## src/source/decode_pkg.sv

```systemverilog
package decode_pkg;

    localparam int data_w     = 32;
    localparam int reg_addr_w = 5;

    typedef logic [data_w-1:0]     word_t;
    typedef logic [reg_addr_w-1:0] reg_addr_t;

    localparam reg_addr_t rf_zero  = 5'd0;
    localparam reg_addr_t link_reg = 5'd31;  // jal writes the return address here

    // primary opcode, inst[31:26]
    typedef enum logic [5:0] {
        op_special = 6'h00,
        op_j       = 6'h02,
        op_jal     = 6'h03,
        op_beq     = 6'h04,
        op_bne     = 6'h05,
        op_addi    = 6'h08,
        op_addiu   = 6'h09,
        op_slti    = 6'h0a,
        op_sltiu   = 6'h0b,
        op_andi    = 6'h0c,
        op_ori     = 6'h0d,
        op_xori    = 6'h0e,
        op_lui     = 6'h0f,
        op_lw      = 6'h23,
        op_sw      = 6'h2b
    } opcode_e;

    // function field of special, inst[5:0]
    typedef enum logic [5:0] {
        fn_sll  = 6'h00,
        fn_srl  = 6'h02,
        fn_sra  = 6'h03,
        fn_jr   = 6'h08,
        fn_add  = 6'h20,
        fn_addu = 6'h21,
        fn_sub  = 6'h22,
        fn_subu = 6'h23,
        fn_and  = 6'h24,
        fn_or   = 6'h25,
        fn_xor  = 6'h26,
        fn_nor  = 6'h27,
        fn_slt  = 6'h2a,
        fn_sltu = 6'h2b
    } funct_e;

    typedef enum logic [3:0] {
        alu_add, alu_sub, alu_slt, alu_sltu,
        alu_and, alu_nor, alu_or, alu_xor,
        alu_sll, alu_srl, alu_sra, alu_lui,
        alu_none  // branches and jumps without a result
    } alu_op_e;

    typedef enum logic [1:0] {
        imm_none = 2'b00,
        imm_zero = 2'b01,
        imm_sign = 2'b10
    } imm_ext_e;

endpackage

```

## src/source/decode_ctrl_if.sv

```systemverilog
interface decode_ctrl_if;
    import decode_pkg::*;

    reg_addr_t   rs;
    reg_addr_t   rt;
    logic        uses_rs;     // rs is a real operand
    logic        uses_rt;     // rt is a real operand
    logic        is_branch;   // beq or bne
    logic        is_jump;     // j or jal
    logic        is_jr;
    logic        is_beq;
    logic [15:0] imm;
    logic [25:0] jidx;

    modport decoder (
        output rs, rt, uses_rs, uses_rt,
        output is_branch, is_jump, is_jr, is_beq, imm, jidx
    );

    modport forward (input rs, rt, uses_rs, uses_rt);

    modport branch (input is_branch, is_jump, is_jr, is_beq, imm, jidx);

endinterface

```

## src/source/branch_unit.sv

```systemverilog
module branch_unit (
    decode_ctrl_if.branch     ctrl,
    input  decode_pkg::word_t rs_value,
    input  decode_pkg::word_t rt_value,
    input  decode_pkg::word_t fetch_next_pc,
    input  logic              load_stall,
    output logic              br_taken,
    output decode_pkg::word_t br_target,
    output logic              br_stall
);
    import decode_pkg::*;

    logic  rs_eq_rt;
    word_t branch_off;
    word_t jump_addr;

    assign rs_eq_rt = rs_value == rt_value;

    assign br_taken = (ctrl.is_beq && rs_eq_rt)
                   || (ctrl.is_branch && !ctrl.is_beq && !rs_eq_rt)  // bne
                   || ctrl.is_jump
                   || ctrl.is_jr;

    // word offset, sign extended
    assign branch_off = {{(data_w-18){ctrl.imm[15]}}, ctrl.imm, 2'b00};
    assign jump_addr  = {fetch_next_pc[data_w-1:data_w-4], ctrl.jidx, 2'b00};

    always_comb begin
        if (ctrl.is_branch) begin
            br_target = fetch_next_pc + branch_off;
        end else if (ctrl.is_jr) begin
            br_target = rs_value;
        end else begin
            br_target = jump_addr;  // j, jal
        end
    end

    // fetch must not follow a target built from a stale operand
    assign br_stall = br_taken && load_stall;

endmodule

```

## src/source/decode_stage.sv

```systemverilog
module decode_stage (
    input  logic                  clk,
    input  logic                  reset,
    input  logic                  fs_to_ds_valid,
    input  decode_pkg::word_t     fs_pc,
    input  decode_pkg::word_t     fs_inst,
    input  decode_pkg::word_t     fetch_next_pc,
    input  logic                  es_allowin,
    input  logic                  rf_we,
    input  decode_pkg::reg_addr_t rf_waddr,
    input  decode_pkg::word_t     rf_wdata,
    input  decode_pkg::reg_addr_t exe_dest,
    input  decode_pkg::reg_addr_t mem_dest,
    input  decode_pkg::reg_addr_t wb_dest,
    input  decode_pkg::word_t     exe_result,
    input  decode_pkg::word_t     mem_result,
    input  decode_pkg::word_t     wb_result,
    input  logic                  es_load_op,
    output logic                  ds_allowin,
    output logic                  ds_to_es_valid,
    output decode_pkg::alu_op_e   alu_op,
    output decode_pkg::imm_ext_e  imm_ext,
    output logic                  src1_is_sa,
    output logic                  src1_is_pc,
    output logic                  src2_is_8,
    output logic                  load_op,
    output logic                  gr_we,
    output logic                  mem_we,
    output decode_pkg::reg_addr_t dest,
    output logic [15:0]           imm,
    output decode_pkg::word_t     rs_value,
    output decode_pkg::word_t     rt_value,
    output decode_pkg::word_t     ds_pc,
    output logic                  br_taken,
    output decode_pkg::word_t     br_target,
    output logic                  br_stall
);
    import decode_pkg::*;

    word_t ds_inst;
    word_t rf_rdata1;
    word_t rf_rdata2;
    logic  load_stall;

    decode_ctrl_if ctrl ();

    stage_latch u_latch (
        .clk            (clk),
        .reset          (reset),
        .fs_to_ds_valid (fs_to_ds_valid),
        .fs_pc          (fs_pc),
        .fs_inst        (fs_inst),
        .es_allowin     (es_allowin),
        .load_stall     (load_stall),
        .allowin        (ds_allowin),
        .out_valid      (ds_to_es_valid),
        .inst           (ds_inst),
        .pc             (ds_pc)
    );

    inst_decoder u_decoder (
        .inst       (ds_inst),
        .ctrl       (ctrl.decoder),
        .alu_op     (alu_op),
        .imm_ext    (imm_ext),
        .src1_is_sa (src1_is_sa),
        .src1_is_pc (src1_is_pc),
        .src2_is_8  (src2_is_8),
        .load_op    (load_op),
        .gr_we      (gr_we),
        .mem_we     (mem_we),
        .dest       (dest),
        .imm        (imm)
    );

    regfile u_regfile (
        .clk    (clk),
        .raddr1 (ctrl.rs),
        .raddr2 (ctrl.rt),
        .we     (rf_we),
        .waddr  (rf_waddr),
        .wdata  (rf_wdata),
        .rdata1 (rf_rdata1),
        .rdata2 (rf_rdata2)
    );

    operand_forward u_forward (
        .ctrl       (ctrl.forward),
        .rf_rdata1  (rf_rdata1),
        .rf_rdata2  (rf_rdata2),
        .exe_dest   (exe_dest),
        .mem_dest   (mem_dest),
        .wb_dest    (wb_dest),
        .exe_result (exe_result),
        .mem_result (mem_result),
        .wb_result  (wb_result),
        .es_load_op (es_load_op),
        .rs_value   (rs_value),
        .rt_value   (rt_value),
        .load_stall (load_stall)
    );

    branch_unit u_branch (
        .ctrl          (ctrl.branch),
        .rs_value      (rs_value),
        .rt_value      (rt_value),
        .fetch_next_pc (fetch_next_pc),
        .load_stall    (load_stall),
        .br_taken      (br_taken),
        .br_target     (br_target),
        .br_stall      (br_stall)
    );

endmodule

```

## src/source/inst_decoder.sv

```systemverilog
module inst_decoder (
    input  decode_pkg::word_t     inst,
    decode_ctrl_if.decoder        ctrl,
    output decode_pkg::alu_op_e   alu_op,
    output decode_pkg::imm_ext_e  imm_ext,
    output logic                  src1_is_sa,
    output logic                  src1_is_pc,
    output logic                  src2_is_8,
    output logic                  load_op,
    output logic                  gr_we,
    output logic                  mem_we,
    output decode_pkg::reg_addr_t dest,
    output logic [15:0]           imm
);
    import decode_pkg::*;

    opcode_e   op;
    funct_e    fn;
    reg_addr_t rs, rt, rd, sa;
    logic      r_sa0, r_rs0;
    logic      m_addu, m_subu, m_add, m_sub, m_slt, m_sltu, m_and;
    logic      m_or, m_xor, m_nor, m_sll, m_srl, m_sra, m_jr;
    logic      m_addiu, m_addi, m_slti, m_sltiu, m_andi, m_ori, m_xori;
    logic      m_lui, m_lw, m_sw, m_beq, m_bne, m_j, m_jal;
    logic      r_alu, i_alu, no_dest;
    logic [27:0] match_vec;

    assign op = opcode_e'(inst[31:26]);
    assign rs = inst[25:21];
    assign rt = inst[20:16];
    assign rd = inst[15:11];
    assign sa = inst[10:6];
    assign fn = funct_e'(inst[5:0]);

    assign r_sa0 = (op == op_special) && (sa == rf_zero);  // register ops
    assign r_rs0 = (op == op_special) && (rs == rf_zero);  // shifts by sa

    assign m_addu  = r_sa0 && fn == fn_addu;
    assign m_subu  = r_sa0 && fn == fn_subu;
    assign m_add   = r_sa0 && fn == fn_add;
    assign m_sub   = r_sa0 && fn == fn_sub;
    assign m_slt   = r_sa0 && fn == fn_slt;
    assign m_sltu  = r_sa0 && fn == fn_sltu;
    assign m_and   = r_sa0 && fn == fn_and;
    assign m_or    = r_sa0 && fn == fn_or;
    assign m_xor   = r_sa0 && fn == fn_xor;
    assign m_nor   = r_sa0 && fn == fn_nor;
    assign m_sll   = r_rs0 && fn == fn_sll;
    assign m_srl   = r_rs0 && fn == fn_srl;
    assign m_sra   = r_rs0 && fn == fn_sra;
    assign m_jr    = r_sa0 && fn == fn_jr && rt == rf_zero && rd == rf_zero;
    assign m_addiu = op == op_addiu;
    assign m_addi  = op == op_addi;
    assign m_slti  = op == op_slti;
    assign m_sltiu = op == op_sltiu;
    assign m_andi  = op == op_andi;
    assign m_ori   = op == op_ori;
    assign m_xori  = op == op_xori;
    assign m_lui   = op == op_lui && rs == rf_zero;
    assign m_lw    = op == op_lw;
    assign m_sw    = op == op_sw;
    assign m_beq   = op == op_beq;
    assign m_bne   = op == op_bne;
    assign m_j     = op == op_j;
    assign m_jal   = op == op_jal;

    assign match_vec = {m_addu, m_subu, m_add, m_sub, m_slt, m_sltu, m_and,
                        m_or, m_xor, m_nor, m_sll, m_srl, m_sra, m_jr,
                        m_addiu, m_addi, m_slti, m_sltiu, m_andi, m_ori, m_xori,
                        m_lui, m_lw, m_sw, m_beq, m_bne, m_j, m_jal};

    assign r_alu   = m_addu | m_subu | m_add | m_sub | m_slt | m_sltu | m_and
                   | m_or | m_xor | m_nor | m_sll | m_srl | m_sra;
    assign i_alu   = m_addiu | m_addi | m_slti | m_sltiu | m_andi | m_ori | m_xori;
    assign no_dest = m_sw | m_beq | m_bne | m_j | m_jr;

    always_comb begin
        if (m_addu | m_add | m_addiu | m_addi | m_lw | m_sw | m_jal) alu_op = alu_add;
        else if (m_subu | m_sub)   alu_op = alu_sub;
        else if (m_slt | m_slti)   alu_op = alu_slt;
        else if (m_sltu | m_sltiu) alu_op = alu_sltu;
        else if (m_and | m_andi)   alu_op = alu_and;
        else if (m_nor)            alu_op = alu_nor;
        else if (m_or | m_ori)     alu_op = alu_or;
        else if (m_xor | m_xori)   alu_op = alu_xor;
        else if (m_sll)            alu_op = alu_sll;
        else if (m_srl)            alu_op = alu_srl;
        else if (m_sra)            alu_op = alu_sra;
        else if (m_lui)            alu_op = alu_lui;
        else                       alu_op = alu_none;  // branches, j, jr
    end

    always_comb begin
        if (m_andi | m_ori | m_xori | m_lui) imm_ext = imm_zero;
        else if (m_addiu | m_addi | m_slti | m_sltiu | m_lw | m_sw) imm_ext = imm_sign;
        else imm_ext = imm_none;
    end

    always_comb begin
        if (m_jal)                      dest = link_reg;
        else if (i_alu | m_lui | m_lw)  dest = rt;
        else if (no_dest)               dest = rf_zero;
        else                            dest = rd;
    end

    assign gr_we      = dest != rf_zero;
    assign mem_we     = m_sw;
    assign load_op    = m_lw;
    assign src1_is_sa = m_sll | m_srl | m_sra;
    assign src1_is_pc = m_jal;  // link value is pc + 8
    assign src2_is_8  = m_jal;
    assign imm        = inst[15:0];

    assign ctrl.rs        = rs;
    assign ctrl.rt        = rt;
    assign ctrl.uses_rs   = (|match_vec) && !(m_j | m_jal);
    assign ctrl.uses_rt   = r_alu | m_sw | m_beq | m_bne;
    assign ctrl.is_branch = m_beq | m_bne;
    assign ctrl.is_jump   = m_j | m_jal;
    assign ctrl.is_jr     = m_jr;
    assign ctrl.is_beq    = m_beq;
    assign ctrl.imm       = inst[15:0];
    assign ctrl.jidx      = inst[25:0];

    always_comb begin
        a_one_match: assert ($onehot0(match_vec));
    end

endmodule

```

## src/source/operand_forward.sv

```systemverilog
module operand_forward (
    decode_ctrl_if.forward        ctrl,
    input  decode_pkg::word_t     rf_rdata1,
    input  decode_pkg::word_t     rf_rdata2,
    input  decode_pkg::reg_addr_t exe_dest,
    input  decode_pkg::reg_addr_t mem_dest,
    input  decode_pkg::reg_addr_t wb_dest,
    input  decode_pkg::word_t     exe_result,
    input  decode_pkg::word_t     mem_result,
    input  decode_pkg::word_t     wb_result,
    input  logic                  es_load_op,
    output decode_pkg::word_t     rs_value,
    output decode_pkg::word_t     rt_value,
    output logic                  load_stall
);
    import decode_pkg::*;

    logic rs_wait;
    logic rt_wait;

    // a source waits when a later stage still owes it a value
    function automatic logic src_wait(input logic used, input reg_addr_t src);
        return used && (src != rf_zero)
            && (src == exe_dest || src == mem_dest || src == wb_dest);
    endfunction

    // youngest producer wins
    function automatic word_t src_value(input logic waiting, input reg_addr_t src,
                                        input word_t rf_value);
        if (!waiting) begin
            return rf_value;
        end else if (src == exe_dest) begin
            return exe_result;
        end else if (src == mem_dest) begin
            return mem_result;
        end
        return wb_result;
    endfunction

    assign rs_wait  = src_wait(ctrl.uses_rs, ctrl.rs);
    assign rt_wait  = src_wait(ctrl.uses_rt, ctrl.rt);

    assign rs_value = src_value(rs_wait, ctrl.rs, rf_rdata1);
    assign rt_value = src_value(rt_wait, ctrl.rt, rf_rdata2);

    // load data only exists after mem, so exe cannot forward it
    assign load_stall = es_load_op
                      && ((rs_wait && ctrl.rs == exe_dest)
                       || (rt_wait && ctrl.rt == exe_dest));

endmodule

```

## src/source/regfile.sv

```systemverilog
module regfile (
    input  logic                  clk,
    input  decode_pkg::reg_addr_t raddr1,
    input  decode_pkg::reg_addr_t raddr2,
    input  logic                  we,
    input  decode_pkg::reg_addr_t waddr,
    input  decode_pkg::word_t     wdata,
    output decode_pkg::word_t     rdata1,
    output decode_pkg::word_t     rdata2
);
    import decode_pkg::*;

    word_t rf [2**reg_addr_w];

    always_ff @(posedge clk) begin
        if (we && waddr != rf_zero) begin
            rf[waddr] <= wdata;
        end
    end

    // r0 is hardwired, same-cycle write-back comes through forwarding
    assign rdata1 = (raddr1 == rf_zero) ? '0 : rf[raddr1];
    assign rdata2 = (raddr2 == rf_zero) ? '0 : rf[raddr2];

endmodule

```

## src/source/stage_latch.sv

```systemverilog
module stage_latch (
    input  logic               clk,
    input  logic               reset,
    input  logic               fs_to_ds_valid,
    input  decode_pkg::word_t  fs_pc,
    input  decode_pkg::word_t  fs_inst,
    input  logic               es_allowin,
    input  logic               load_stall,
    output logic               allowin,
    output logic               out_valid,
    output decode_pkg::word_t  inst,
    output decode_pkg::word_t  pc
);
    logic valid;
    logic ready_go;

    assign ready_go  = !load_stall;
    assign allowin   = !valid || (ready_go && es_allowin);
    assign out_valid = valid && ready_go;

    always_ff @(posedge clk) begin
        if (reset) begin
            valid <= 1'b0;
        end else if (allowin) begin
            valid <= fs_to_ds_valid;  // empty when fetch has nothing
        end
    end

    // inst clears to sll r0 so the decode is a nop after reset
    always_ff @(posedge clk) begin
        if (reset) begin
            inst <= '0;
            pc   <= '0;
        end else if (fs_to_ds_valid && allowin) begin
            inst <= fs_inst;
            pc   <= fs_pc;
        end
    end

    // fetch keeps offering until the latch takes it
    a_fetch_holds: assert property (@(posedge clk) disable iff (reset)
        fs_to_ds_valid && !allowin |=> fs_to_ds_valid);

    a_empty_after_reset: assert property (@(posedge clk) reset |=> !out_valid);

endmodule
```

## config.mk

```make
export PLATFORM = sky130hd
export DESIGN_NAME = decode_stage
export DESIGN_NICKNAME = d
export VERILOG_FILES = /design/src/source/decode_pkg.sv /design/src/source/decode_ctrl_if.sv /design/src/source/branch_unit.sv /design/src/source/decode_stage.sv /design/src/source/inst_decoder.sv /design/src/source/operand_forward.sv /design/src/source/regfile.sv /design/src/source/stage_latch.sv
export SDC_FILE = /design/constraint.sdc
export NUM_CORES = 2
export LEC_CHECK = 0
export ABC_CLOCK_PERIOD_IN_PS = 4300
export BUFFER_PORTS_ARGS = -buffer_cell sky130_fd_sc_hd__clkbuf_2
export CAP_MARGIN = 20
export CORE_MARGIN = 5
export CORE_UTILIZATION = 35
export CTS_CLUSTER_SIZE = 8
export DETAILED_ROUTE_END_ITERATION = 10
export HOLD_SLACK_MARGIN = 0.05
export REMOVE_ABC_BUFFERS = 1
export SLEW_MARGIN = 20
export SYNTH_ARGS = -nofsm -noshare
export SYNTH_HDL_FRONTEND = slang
export SYNTH_SLANG_ARGS = --single-unit
```

## constraint.sdc

```tcl
create_clock -name clk -period 4.3 [get_ports clk]
set_input_delay 0.215 -clock clk [delete_from_list [all_inputs] [get_ports clk]]
set_output_delay 0.215 -clock clk [all_outputs]
set_load 0.01 [all_outputs]
```

Yosys cells after proc, flatten, opt, wreduce, memory -nomap -nowiden
Memories as Yosys holds them, arrays and structs flattened. A register that Yosys moved wholly into a read port is not among the register bits.
Cells that the tools add are included.
W data, S select, Z words.
{"block": "totals", "ram_bits": 1024, "memories": 1, "input_bits": 250, "wordCells": 188, "regBits": 65, "output_inout_bits": 165}
{"block": "classes", "n_eq_ne": 34, "reduce_logical": 60, "add_sub_neg": 1, "bitwise_logic": 48, "muxes": 41}
{"memory": "u_regfile.rf", "words": 32, "width": 32, "rd": 2, "rd_ports_with_merged_regs": 2, "write_ports": 1, "line_no": "regfile.sv:13", "source": "word_t rf [2**reg_addr_w];"}
{"cell": "$mux W32", "count": 12}
{"cell": "$eq A6 B6 Y1 const B", "count": 12}
{"cell": "$eq A6 B4 Y1 const B", "count": 9}
{"cell": "$or A1 B1 Y1", "count": 48}
{"cell": "$mux W4", "count": 11}
{"cell": "$logic_and A1 B1 Y1", "count": 35}
{"cell": "$mux W5", "count": 7}
{"cell": "$add A32 B32 Y32", "count": 1}
{"cell": "$eq A32 B32 Y1", "count": 1}
{"cell": "$eq A5 B5 Y1", "count": 6}
{"cell": "$reduce_or A28 Y1", "count": 1}
{"cell": "$eq A6 B2 Y1 const B", "count": 4}
{"cell": "$logic_not A5 Y1", "count": 4}
{"cell": "$reduce_bool A5 Y1", "count": 4}
{"cell": "$eq A6 B3 Y1 const B", "count": 2}
{"cell": "$logic_not A6 Y1", "count": 2}
{"cell": "$logic_or A1 B1 Y1", "count": 9}
{"cell": "$mux W1", "count": 8}
{"cell": "$logic_not A1 Y1", "count": 5}
{"cell": "$mux W2", "count": 2}
{"cell": "$mux W3", "count": 1}

Depth between registers and ports, before layout
{"block": "depth", "ltp_word": 29, "depth_mapped": 16}

By module
Synthesis repeated with hierarchy kept, for this count alone.
{"block": "unflattened", "cells_unflattened": 3721, "area_unflattened_um2": 57091.0}
{"module": "regfile", "area_per_inst_um2": 47929.7, "n_inst": 1, "cells_each": 2564, "seq_area_each_um2": 30749.5}
{"module": "stage_latch", "area_per_inst_um2": 2990.4, "n_inst": 1, "cells_each": 284, "seq_area_each_um2": 1301.2}
{"module": "branch_unit", "area_per_inst_um2": 2757.6, "n_inst": 1, "cells_each": 390, "seq_area_each_um2": 0.0}
{"module": "operand_forward", "area_per_inst_um2": 2207.1, "n_inst": 1, "cells_each": 320, "seq_area_each_um2": 0.0}
{"module": "inst_decoder", "area_per_inst_um2": 1206.2, "n_inst": 1, "cells_each": 163, "seq_area_each_um2": 0.0}

Least setup slack after synthesis
Ideal clock, no wire load.
{"block": "synth_path", "path_type": "register to output", "from": "reg with a tool-made name", "to": "out br_taken", "slack_ps": 243, "stages_incl_launch_ff": 15, "t_arrival_ps": 3842, "path_cell_list": "dfxtp_1 clkbuf_1 buf_2 buf_1 buf_2 mux4_2 a221oi_1 o22ai_1 mux2i_1 xor2_1 nand4_1 nor4_2 a21o_1 a21oi_1 or3_1"}
{"item": "end: declaration", "line_no": "decode_stage.sv:34", "source": "output logic br_taken,"}

Worst setup path in the final report
{"block": "layout_path", "from": "reg u_latch.inst[14]", "to": "out br_stall"}
{"block": "layout_between", "elab_chain_len": 15, "word_cells_on_any_way": 20}
{"item": "start: declaration", "line_no": "stage_latch.sv:11", "source": "output decode_pkg::word_t inst,"}
{"item": "start signal: assignment", "line_no": "stage_latch.sv:35", "source": "inst <= fs_inst;"}
{"item": "$logic_not A5 Y1 *", "line_no": "inst_decoder.sv:51", "source": "assign m_jr = r_sa0 && fn == fn_jr && rt == rf_zero && rd == rf_zero;"}
{"item": "$logic_and A1 B1 Y1 *", "line_no": "inst_decoder.sv:51"}
{"item": "$reduce_or A28 Y1", "line_no": "inst_decoder.sv:116", "source": "assign ctrl.uses_rs = (|match_vec) && !(m_j | m_jal);"}
{"item": "$logic_and A1 B1 Y1", "line_no": "inst_decoder.sv:116"}
{"item": "$logic_and A1 B1 Y1", "line_no": "operand_forward.sv:23", "source": "return used && (src != rf_zero)"}
{"item": "$logic_and A1 B1 Y1", "line_no": "operand_forward.sv:24", "source": "&& (src == exe_dest || src == mem_dest || src == wb_dest);"}
{"item": "$mux W32 / $mux W1 (equally long branches)", "line_no": "operand_forward.sv:30", "source": "if (!waiting) begin"}
{"item": "$mux W32", "line_no": "operand_forward.sv:37", "source": "return wb_result;"}
{"item": "$eq A32 B32 Y1", "line_no": "branch_unit.sv:17", "source": "assign rs_eq_rt = rs_value == rt_value;"}
{"item": "$logic_not A1 Y1", "line_no": "branch_unit.sv:20", "source": "|| (ctrl.is_branch && !ctrl.is_beq && !rs_eq_rt)"}
{"item": "$logic_and A1 B1 Y1", "line_no": "branch_unit.sv:20"}
{"item": "$logic_or A1 B1 Y1", "line_no": "branch_unit.sv:20"}
{"item": "$logic_or A1 B1 Y1", "line_no": "branch_unit.sv:21", "source": "|| ctrl.is_jump"}
{"item": "$logic_or A1 B1 Y1", "line_no": "branch_unit.sv:22", "source": "|| ctrl.is_jr;"}
{"item": "$logic_and A1 B1 Y1 *", "line_no": "branch_unit.sv:39", "source": "assign br_stall = br_taken && load_stall;"}
{"item": "end: declaration", "line_no": "decode_stage.sv:36", "source": "output logic br_stall"}
Every way passes the cells marked *; elsewhere a longest branch is shown, timed or not.

==> results.json <==
{
  "rr_startpoint": "u_latch.inst[14]",
  "dieWidth_um": 403.2,
  "yosysWarnings": 0,
  "vias": 39140,
  "r2r_cells": 17,
  "status": "complete, but fails checks",
  "dieArea_um2": 162600,
  "area_growth_pct": 28.94,
  "num-nets-final": 4522,
  "coreArea_um2": 153900,
  "reg2reg_slack_ps": 90,
  "grt_antenna_before_repair": 54,
  "cts_num_sinks": 1099,
  "hold_class": "in -> reg",
  "netlist.area_leader.share_pct": 56.82,
  "synth_cell_types": 71,
  "r2r-end": "u_latch.pc[18]",
  "placed_cells": 5967,
  "tns_ps": -6757,
  "cts_made_buffers": 157,
  "ys_seq_area_share_pct": 59.59,
  "path_clk_slew_ps": 50,
  "drive_gt1_share_pct": 43.19,
  "synthFlopType": "edfxtp_1",
  "comb_power_share_pct": 17.3,
  "final_hold_viol_count": 0,
  "rows": 144,
  "min_to": "u_regfile.rf[10][6]",
  "drv_slew": 0,
  "max_freq_mhz": 186.6,
  "crit_path_end_kind": "primary output",
  "grt_start_max_net_pins": 59,
  "setup_ws_ps": -1060,
  "tightest_slew_ps": 1079,
  "p_int_mw": 20.57,
  "gp_congestion": 0.9552,
  "pre_cts_slack_ps": -608.5,
  "required_ps": 4090,
  "grt-ovfl-total": 0,
  "critPathLaunchType": "flop",
  "path_class": "reg -> out",
  "crit_path_max_fanout": 5,
  "syn-instance-count": 3259,
  "via_per_inst": 6.174,
  "syn_avg_cell_area_um2": 16.61,
  "yosys-top-cells-count": "edfxtp_1 (1024), mux4_2 (522), a21oi_1 (196)",
  "drt_iter0_drc": 5520,
  "dieHeight_um": 403.2,
  "htree_levels": 4,
  "drc_errors": 0,
  "cts_tree": "yes",
  "synth-edff-count": 1024,
  "critical_path_arrival_ps": 5140,
  "finalCriticalPeriod_ps": 5360,
  "violations": "setup timing",
  "clock_path_buffers": 3,
  "power_density_nw_per_um2": 404.3,
  "totalWireLength_um": 226400,
  "rsz0062_at_grt": "true",
  "pwr-share-clk_pct": 40.2,
  "p_seq_share_pct": 42.5,
  "grt_pass1_vias": 39020,
  "yosys-top-cells-area": "edfxtp_1 (57%), mux4_2 (22%), dfxtp_1 (2.8%), a21oi_1 (1.8%), mux2i_1 (1.7%)",
  "maxCapViolCount": 0,
  "clk_latency_ps": 780,
  "start_util_pct": 35.17,
  "p_sw_share_pct": 27.09,
  "grt_usage_pct": 27.12,
  "switchingPower_mw": 7.644,
  "dr.pass1.iters": 5,
  "ir_drop_mv": 0.3765,
  "synth_area_um2": 54120,
  "portBuffers": 414,
  "place_hpwl_um": 157400,
  "p_leak_nw": 24.45,
  "fin_cells": 6340,
  "num_io_pins": 415,
  "hold_depth": 1,
  "clock_skew_ps": 22.18,
  "hp-start": "rf_wdata[6]",
  "antenna_left": 0,
  "max_slew_margin_pct": 27.40,
  "ys_ff_latch": 1099,
  "synth_area_leader_cell": "edfxtp_1",
  "grt_pass1_wl_um": 307300,
  "wl_per_cell_um": 35.70,
  "final_util_pct": 45.35,
  "post-route-period-util_pct": 124.6,
  "setup_viol": 25,
  "cts-root-buf": "clkbuf_16",
  "async_flop_share_pct": 0,
  "yosysMostFrequentCell": "edfxtp_1"
}
-- cell type report --
| class | count | area [um2] |
|---|---|---|
| diodes | 20 | 50.05 |
| fillers | 13330 | 84080 |
| well taps | 2044 | 2557 |
| flip-flops and latches | 1099 | 32280 |
| repair buffers | 1068 | 8631 |
| inverters | 41 | 175.2 |
| clock buffers | 175 | 4028 |
| multi-input cells | 1875 | 21720 |
| clock inverters | 18 | 346.6 |
-- per-layer routing --
| metal | vias up | GRT usage (%) | wire (um) |
|---|---|---|---|
| met5 | - | 0 | 134 |
| met4 | 18 | 14.10 | 13140 |
| met3 | 598 | 9.763 | 28530 |
| met2 | 2824 | 41.92 | 103700 |
| met1 | 20180 | 33.59 | 80840 |
| li1 | 15520 | - | - |
-- flip-flops by register name, indices dropped and copies added (netlist names), named ones only --
register / count
u_latch.valid: 1
u_latch.pc: 32
u_regfile.rf: 1024
u_latch.inst: 32
-- kinds of logic (layout without fill, tap and decap cells) --
logic type      count (synthesis)  in the layout  synth area share [%]
compound gates                593            594                 7.608
xor+xnor                       79             79                 1.278
fa+ha+maj                      30             30                0.7074
buf+inv                       317           1302                 2.448
flops                        1099           1099                 59.59
mux                           652            652                 24.24
other cells                     1             52              0.006929
simple gates                  488            488                 4.124
-- power groups by stage --
stage               clock (mW)  sequential, mW  combinational (mW)
floorplan                    0            12.4                2.18
global placement             0            12.2                4.42
detailed placement           0            12.2                4.43
CTS                       11.4            12.0                4.69
global route              11.9            12.0                5.04
finish                    11.3            12.0                4.88
-- placed cells by master (no fill, tap or decap), drive strengths merged, types with 15 or more instances in the layout --
cell type / netlist / layout
nor3: 23 / 23
buf: 108 / 547
edfxtp: 1024 / 1024
clkinv: 0 / 15
a22o: 95 / 95
mux2i: 95 / 95
dlygate4sd3: 0 / 121
nor2: 150 / 150
nor2b: 40 / 40
ha: 29 / 29
a21oi: 196 / 196
mux4: 522 / 522
conb: 1 / 32
mux2: 35 / 35
o21ai: 38 / 38
a21o: 17 / 17
nand2: 175 / 175
o221ai: 18 / 18
a211oi: 46 / 46
nor4: 16 / 16
diode: 0 / 20
inv: 41 / 39
nand3: 23 / 23
dfxtp: 75 / 75
a221oi: 88 / 88
o22ai: 54 / 54
xnor2: 25 / 25
xor2: 54 / 54
clkbuf: 168 / 575
-- worst max-delay path, stage by stage, from the launching register on --
cell	delay [ps]
dfxtp_2	320
or4_1	510
or4_4	570
or3_4	390
nand2_8	80
o31ai_4	220
buf_4	220
mux2_4	330
xnor2_4	220
nand4_1	300
nor4_2	310
buf_4	160
nand3_2	90
a21oi_4	320
o311a_1	190
buf_2	130
-- through the flow --
step / power, mW / instance area [um2] / hold WS [ps]
floorplan: 14.56 / 53070 / 284.1
global placement: 16.60 / 62890 / 441.3
detailed placement: 16.62 / 62890 / 445.8
CTS: 28.12 / 69220 / 53.85
global route: 28.96 / 69760 / 112.2
finish: 28.21 / 69780 / 83.69
-- worst max path at each step --
stage / startpoint / endpoint / slack (ps) / depth (start not counted)
detailed placement: u_latch.inst[7] / br_taken / -610 / 16
global route: u_latch.inst[28] / br_stall / -1170 / 18
CTS: u_latch.inst[11] / br_stall / -1030 / 17
floorplan: flop / br_taken / -9160 / 11
finish: u_latch.inst[14] / br_stall / -1060 / 15
global placement: u_latch.inst[7] / br_taken / -650 / 16
-- repair_timing --
item,in CTS,in global routing
endpoints found under the setup margin,63,77
resized for setup,121,75
gates cloned,1,3
buffers inserted,19,20
pin swaps,39,41
hold endpoints to repair,718,0
hold buffers,122,0
Note: power is estimated with default switching activity, not from simulation.
